[src/rtl/pipe_defs.svh]
`ifndef PIPE_DEFS_SVH
`define PIPE_DEFS_SVH

// datapath and register width
`define XLEN 32

// architectural integer registers
`define NUM_REGS 32

// stage slots between issue and writeback, 2 or more
`define PIPE_DEPTH 3

`endif

[src/rtl/rv32i_pipe_pkg.sv]
`include "pipe_defs.svh"

package rv32i_pipe_pkg;

    typedef logic [`XLEN-1:0] rv32i_word;

    // major opcodes handled by issue, anything else is illegal
    typedef enum logic [6:0] {
        op_reg = 7'b0110011,
        op_imm = 7'b0010011,
        op_lui = 7'b0110111
    } rv32i_opcode;

    typedef enum logic [3:0] {
        alu_add,
        alu_sub,
        alu_and,
        alu_or,
        alu_xor,
        alu_slt,
        alu_sll,
        alu_srl
    } alu_ops;

    // one in-flight instruction, also the retire report
    typedef struct packed {
        logic       valid;
        logic       illegal;
        logic [4:0] rd;
        rv32i_word  result;
    } slot_t;

    // sources of the instruction waiting at issue
    typedef struct packed {
        logic [4:0] rs1;
        logic [4:0] rs2;
        logic       rs1_used;
        logic       rs2_used;
    } src_t;

endpackage : rv32i_pipe_pkg

[src/rtl/issue_unit.sv]
`timescale 1ns/1ps
`include "pipe_defs.svh"

module issue_unit (
    input  logic                      clk,
    input  logic                      rst_n,
    input  logic                      instr_valid,
    input  rv32i_pipe_pkg::rv32i_word instr,
    input  logic [`PIPE_DEPTH-1:0]    hazard,
    input  rv32i_pipe_pkg::rv32i_word rs1_data,
    input  rv32i_pipe_pkg::rv32i_word rs2_data,
    output logic [4:0]                rs1_addr,
    output logic [4:0]                rs2_addr,
    output rv32i_pipe_pkg::src_t      issue_src,
    output logic                      stall,
    output rv32i_pipe_pkg::slot_t     launch
);

    import rv32i_pipe_pkg::*;

    rv32i_opcode opcode;
    logic [2:0]  funct3;
    logic [6:0]  funct7;
    rv32i_word   imm_i;
    rv32i_word   imm_u;
    alu_ops      alu_op;
    logic        use_imm;
    logic        illegal;
    logic        rs1_used;
    logic        rs2_used;
    rv32i_word   operand_b;
    rv32i_word   alu_out;
    slot_t       launch_d;

    // instruction fields
    assign opcode   = rv32i_opcode'(instr[6:0]);
    assign funct3   = instr[14:12];
    assign funct7   = instr[31:25];
    assign rs1_addr = instr[19:15];
    assign rs2_addr = instr[24:20];
    assign imm_i    = {{(`XLEN-12){instr[31]}}, instr[31:20]};
    assign imm_u    = {instr[31:12], 12'b0};

    always_comb begin
        alu_op   = alu_add;
        use_imm  = 1'b0;
        illegal  = 1'b0;
        rs1_used = 1'b0;
        rs2_used = 1'b0;
        case (opcode)
            op_reg: begin
                rs1_used = 1'b1;
                rs2_used = 1'b1;
                case ({funct7, funct3})
                    10'b0000000_000: alu_op = alu_add;
                    10'b0100000_000: alu_op = alu_sub;
                    10'b0000000_111: alu_op = alu_and;
                    10'b0000000_110: alu_op = alu_or;
                    10'b0000000_100: alu_op = alu_xor;
                    10'b0000000_010: alu_op = alu_slt;
                    10'b0000000_001: alu_op = alu_sll;
                    10'b0000000_101: alu_op = alu_srl;
                    default:         illegal = 1'b1;
                endcase
            end
            op_imm: begin
                use_imm  = 1'b1;
                rs1_used = 1'b1;
                case (funct3)
                    3'b000:  alu_op = alu_add;
                    3'b111:  alu_op = alu_and;
                    3'b110:  alu_op = alu_or;
                    3'b100:  alu_op = alu_xor;
                    3'b010:  alu_op = alu_slt;
                    // shifts and sltiu are not supported
                    default: illegal = 1'b1;
                endcase
            end
            op_lui: begin
                use_imm = 1'b1;
            end
            default: illegal = 1'b1;
        endcase
        // illegal words read nothing, so they never stall
        if (illegal) begin
            rs1_used = 1'b0;
            rs2_used = 1'b0;
        end
    end

    assign operand_b = use_imm ? imm_i : rs2_data;

    always_comb begin
        case (alu_op)
            alu_add: alu_out = rs1_data + operand_b;
            alu_sub: alu_out = rs1_data - operand_b;
            alu_and: alu_out = rs1_data & operand_b;
            alu_or:  alu_out = rs1_data | operand_b;
            alu_xor: alu_out = rs1_data ^ operand_b;
            alu_slt: alu_out = {{(`XLEN-1){1'b0}}, $signed(rs1_data) < $signed(operand_b)};
            alu_sll: alu_out = rs1_data << operand_b[4:0];
            alu_srl: alu_out = rs1_data >> operand_b[4:0];
            default: alu_out = rs1_data + operand_b;
        endcase
    end

    assign issue_src = '{rs1: rs1_addr, rs2: rs2_addr, rs1_used: rs1_used, rs2_used: rs2_used};

    // hold the word while any slot still owes one of its sources
    assign stall = instr_valid && (|hazard);

    always_comb begin
        launch_d.valid   = instr_valid && !stall;
        launch_d.illegal = illegal;
        launch_d.rd      = instr[11:7];
        launch_d.result  = (opcode == op_lui) ? imm_u : alu_out;
    end

    // a bubble goes out while stalled or idle, slot 0 loads it at the accept edge
    assign launch = launch_d;

endmodule : issue_unit

[src/rtl/stage_slot.sv]
`timescale 1ns/1ps

module stage_slot (
    input  logic                  clk,
    input  logic                  rst_n,
    input  rv32i_pipe_pkg::slot_t in,
    input  rv32i_pipe_pkg::src_t  issue_src,
    output rv32i_pipe_pkg::slot_t out,
    output logic                  hazard
);

    logic writes_reg;
    logic rs1_hit;
    logic rs2_hit;

    // slots advance every cycle, no hold
    always_ff @(posedge clk) begin
        if (!rst_n) begin
            out <= '0;
        end else begin
            out <= in;
        end
    end

    // x0 and illegal words never produce a value to wait for
    assign writes_reg = out.valid && !out.illegal && (out.rd != 5'd0);

    assign rs1_hit = issue_src.rs1_used && (issue_src.rs1 == out.rd);
    assign rs2_hit = issue_src.rs2_used && (issue_src.rs2 == out.rd);

    assign hazard = writes_reg && (rs1_hit || rs2_hit);

endmodule : stage_slot

[src/rtl/writeback_unit.sv]
`timescale 1ns/1ps
`include "pipe_defs.svh"

module writeback_unit (
    input  logic                      clk,
    input  logic                      rst_n,
    input  rv32i_pipe_pkg::slot_t     retire,
    input  logic [4:0]                rs1_addr,
    input  logic [4:0]                rs2_addr,
    output rv32i_pipe_pkg::rv32i_word rs1_data,
    output rv32i_pipe_pkg::rv32i_word rs2_data,
    output rv32i_pipe_pkg::slot_t     wb
);

    import rv32i_pipe_pkg::*;

    rv32i_word regs [`NUM_REGS];
    logic      wr_en;
    slot_t     wb_d;

    assign wr_en = retire.valid && !retire.illegal && (retire.rd != 5'd0);

    // x0 is never written, so it stays at its reset value
    always_ff @(posedge clk) begin
        if (!rst_n) begin
            for (int i = 0; i < `NUM_REGS; i++) begin
                regs[i] <= '0;
            end
        end else if (wr_en) begin
            regs[retire.rd] <= retire.result;
        end
    end

    // read after the write edge sees the new value
    assign rs1_data = regs[rs1_addr];
    assign rs2_data = regs[rs2_addr];

    // report carries what actually landed in the register file
    always_comb begin
        wb_d = retire;
        if (retire.illegal || (retire.rd == 5'd0)) begin
            wb_d.result = '0;
        end
    end

    always_ff @(posedge clk) begin
        if (!rst_n) begin
            wb <= '0;
        end else begin
            wb <= wb_d;
        end
    end

endmodule : writeback_unit

[src/rtl/pipe_core.sv]
`timescale 1ns/1ps
`include "pipe_defs.svh"

module pipe_core (
    input  logic                      clk,
    input  logic                      rst_n,
    input  logic                      instr_valid,
    input  rv32i_pipe_pkg::rv32i_word instr,
    output logic                      stall,
    output rv32i_pipe_pkg::slot_t     wb
);

    import rv32i_pipe_pkg::*;

    // chain[0] is the launch, chain[PIPE_DEPTH] goes to retire
    slot_t                 chain [`PIPE_DEPTH+1];
    src_t                  issue_src;
    logic [`PIPE_DEPTH-1:0] hazard;
    logic [4:0]            rs1_addr;
    logic [4:0]            rs2_addr;
    rv32i_word             rs1_data;
    rv32i_word             rs2_data;

    issue_unit u_issue (
        .clk         (clk),
        .rst_n       (rst_n),
        .instr_valid (instr_valid),
        .instr       (instr),
        .hazard      (hazard),
        .rs1_data    (rs1_data),
        .rs2_data    (rs2_data),
        .rs1_addr    (rs1_addr),
        .rs2_addr    (rs2_addr),
        .issue_src   (issue_src),
        .stall       (stall),
        .launch      (chain[0])
    );

    genvar k;
    generate
        for (k = 0; k < `PIPE_DEPTH; k++) begin : g_slot
            stage_slot u_slot (
                .clk       (clk),
                .rst_n     (rst_n),
                .in        (chain[k]),
                .issue_src (issue_src),
                .out       (chain[k+1]),
                .hazard    (hazard[k])
            );
        end
    endgenerate

    writeback_unit u_wb (
        .clk      (clk),
        .rst_n    (rst_n),
        .retire   (chain[`PIPE_DEPTH]),
        .rs1_addr (rs1_addr),
        .rs2_addr (rs2_addr),
        .rs1_data (rs1_data),
        .rs2_data (rs2_data),
        .wb       (wb)
    );

endmodule : pipe_core

[config.mk]
export PLATFORM = sky130hd
export DESIGN_NAME = pipe_core
export DESIGN_NICKNAME = d
export VERILOG_FILES = /design/src/rtl/rv32i_pipe_pkg.sv /design/src/rtl/issue_unit.sv /design/src/rtl/stage_slot.sv /design/src/rtl/writeback_unit.sv /design/src/rtl/pipe_core.sv
export VERILOG_INCLUDE_DIRS = /design/src /design/src/rtl
export SDC_FILE = /design/constraint.sdc
export NUM_CORES = 2
export LEC_CHECK = 0
export BUFFER_PORTS_ARGS = -buffer_cell sky130_fd_sc_hd__buf_2
export CORE_ASPECT_RATIO = 2
export CORE_MARGIN = 2
export CORE_UTILIZATION = 25
export CTS_BUF_LIST = sky130_fd_sc_hd__clkbuf_4 sky130_fd_sc_hd__clkbuf_8
export CTS_CLUSTER_SIZE = 16
export DETAILED_ROUTE_END_ITERATION = 8
export PLACE_DENSITY = 0.44
export SLEW_MARGIN = 40
export SYNTH_ARGS = -nofsm -noshare
export SYNTH_HDL_FRONTEND = slang
export SYNTH_SLANG_ARGS = --single-unit
[constraint.sdc]
create_clock -name clk -period 12 [get_ports clk]
set_clock_uncertainty 0.2 [all_clocks]
set_input_delay 2.4 -clock clk [delete_from_list [all_inputs] [get_ports clk]]
set_output_delay 2.4 -clock clk [all_outputs]
set_load 0.02 [all_outputs]
==> impl_metrics.tcl <==
set metrics [dict create \
    outcome "finished, final reports clean" \
    die_area_um2 275000 \
    fp.dieH_um 739 \
    top_level_ports 75 \
    antenna_left 0 \
    die_width_um 372 \
    std_cell_rows 269 \
    synth_edf_count 1024 \
    clkSinkCount 1180 \
    crit_path_max_fanout 15 \
    slew_viol_final 0 \
    hpwl_mm 238 \
    max_cap_violations 0 \
    grt_pass1_wl_mm 471 \
    drc 0 \
    wl_per_cell_um 39.5 \
    drive_gt1_share_pct 22.3 \
    rsz0062_at_grt "no" \
    synth_top_area_share_pct 45.5 \
    syn_to_final_growth_pct 14.4 \
    drtIter0Drc 4884 \
    fin_tns_setup_ns 0 \
    worstPathRequired_ns 12.61 \
    synth_seq_cells 1180 \
    yosysWarnings 0 \
    worst_slack_ns 3.15 \
    hold_violations 0 \
    wl_mm 358 \
    start_kind "input pin" \
    slew_headroom_pct 36.0 \
    ys_seq_area_share_pct 50.1 \
    synth_commonest_cells "1093 x and2_1, 1024 x edfxtp_1, 431 x mux4_2" \
    vias 50400 \
    netlist_instances 5334 \
    power_mw 10.8 \
    grt_pass1_vias 51600 \
    synthTopCellsByArea "edfxtp_1 46%, mux4_2 14%, and2_1 10%" \
    finalCritPeriodShare_pct 73.7 \
    finalSetupViolCount 0 \
    post-synth-top-count-cell "and2_1" \
    crit_type "input pin to flop" \
    synth.cell_area_um2 67500 \
    drt_first_pass_iters 8 \
    synthFlopType "edfxtp_1" \
    initial_core_util_pct 25.1 \
    via_per_inst 5.57 \
    h-tree-depth 4 \
    port-buffer-count 74 \
    grt_start_max_net_pins 80 \
    post_cts_resized 0 \
    cp-end-kind "flop" \
    synthArstFlopShare_pct 0 \
    overflow 0 \
    fmax_mhz 113 \
    max_slew.worst_pin.slew_ns 0.957 \
    clk_path_buf_depth 4 \
    cts_tree "yes" \
    place_congestion 1.02 \
    p_per_area_nw_per_um2 140 \
    crit_arrival_ns 9.45 \
    period_minus_slack_ns 8.85 \
    peakVddDrop_uv 69.7 \
    hold_slack_ns 0.221 \
    clk-insertion-delay-late_ns 0.94 \
    hold_path.class "flop to flop" \
    cts_setup_buffers 0 \
    clk_pin_slew_ns 0.07 \
    antenna_found_initial 47 \
    cts_buffers 182 \
    cts_hold_buffers 0 \
    p_leak_nw 28.2 \
    post-synth-top-area-cell "edfxtp_1" \
    nNetsFinal 5460 \
    place_worst_setup_slack_ns 2.34 \
    synth_area_per_cell_um2 12.7 \
    root_buffer "clkbuf_8" \
    netlist-cell-type-count 94 \
    track_usage_pct 25.6 \
    core_um2 269000 \
]
-- path summary, 6_finish.rpt --
| check | start | cells after the start | end | slack (ns) |
|---|---|---|---|---|
| setup reg to reg | u_wb.regs[15][5] | 16 | g_slot[0].u_slot.out[31] | 5.50 |
| hold reg to reg | g_slot[0].u_slot.out[7] | 1 | g_slot[1].u_slot.out[7] | 0.22 |
| hold / removal | g_slot[0].u_slot.out[7] | 1 | g_slot[1].u_slot.out[7] | 0.22 |
| setup / recovery | instr[18] | 18 | g_slot[0].u_slot.out[0] | 3.15 |
-- critical path, cell delays in order --
cell	delay (ns)
buf_2	0.60
nor2b_1	0.10
buf_4	0.24
and2_2	0.49
buf_4	0.35
buf_4	0.21
a22oi_1	0.37
nand4_1	0.65
ha_1	0.77
inv_1	0.24
or3_1	0.51
nor3_1	0.27
nand3_1	0.37
a311oi_1	0.55
a31o_2	0.29
a41oi_1	0.20
and3_1	0.45
o21a_1	0.30
-- routing by layer --
layer | global-route usage [%] | vias up | part of all wire, %
met5 | 0 | - | 0.0050
met4 | 24.9 | 2 | 11
met3 | 4.11 | 1254 | 5.9
met2 | 45.9 | 2937 | 52
met1 | 24.1 | 26100 | 31
li1 | - | 20100 | -
-- layout by cell type (no fill, tap or decap), types with 19 or more instances in the layout --
cell type     n
buf_4       171
dfxtp_1     138
nor2_1      152
and3_1       48
o21ai_0     122
mux4_2      431
buf_6        24
inv_1        87
xnor2_1      41
nor2_4       35
mux2i_1     366
nand2_1     149
nor3_1       49
clkbuf_4     55
clkinv_2     22
diode_2      69
o21ai_4      33
clkbuf_8    205
o221ai_1     19
and2_1     1091
a21oi_1     105
nand2b_1     19
mux2_2       34
a22oi_1     196
conb_1       32
buf_12       22
edfxtp_1   1024
xor2_1       25
a211oi_1     19
nand4_1      42
nand3_1     102
buf_2        66
o22ai_1      26
ha_1         97
-- flip-flops by register name, summed over array words and instances, names as in the netlist --
register           flops
u_wb.wb               39
g_slot.u_slot.out    117
u_wb.regs           1024
-- per-stage QoR --
stage,std cells,util (%),cell area (µm²)
after global placement,8647,27.0,72600
after detailed placement,8665,27.3,73200
final,9051,28.8,77300
after CTS,8982,28.7,77000
after global routing,9006,28.7,77200
after floorplan,5365,-,67700
-- cell families (layout without fill, tap and decap cells) --
logic type | count (synthesis) | after routing | synth area share [%]
simple gates | 1790 | 1790 | 15.1
mux | 850 | 850 | 20.8
fa+ha+maj | 99 | 99 | 1.86
buf+inv | 612 | 706 | 3.82
flops | 1180 | 1180 | 50.1
compound gates | 736 | 736 | 7.37
xor+xnor | 66 | 66 | 0.856
other cells | 1 | 101 | 0.00555
-- where the power goes --
part / switching [mW] / internal (mW) / total, mW / leakage (nW)
clock network: 1.81 / 1.99 / 3.80 / 2.02
logic: 1.52 / 0.720 / 2.24 / 14.3
registers: 0.159 / 4.63 / 4.79 / 11.8
-- cell type report --
cell class	count	area [µm²]
antenna	69	173
clock buffer	259	3220
clock inverter	58	601
fill	27500	191000
inverter	94	359
multi-input combinational	3573	32100
sequential	1180	33900
tap	3523	4410
timing repair buffer	295	2550
No activity file was read; power rests on OpenSTA's default activity.
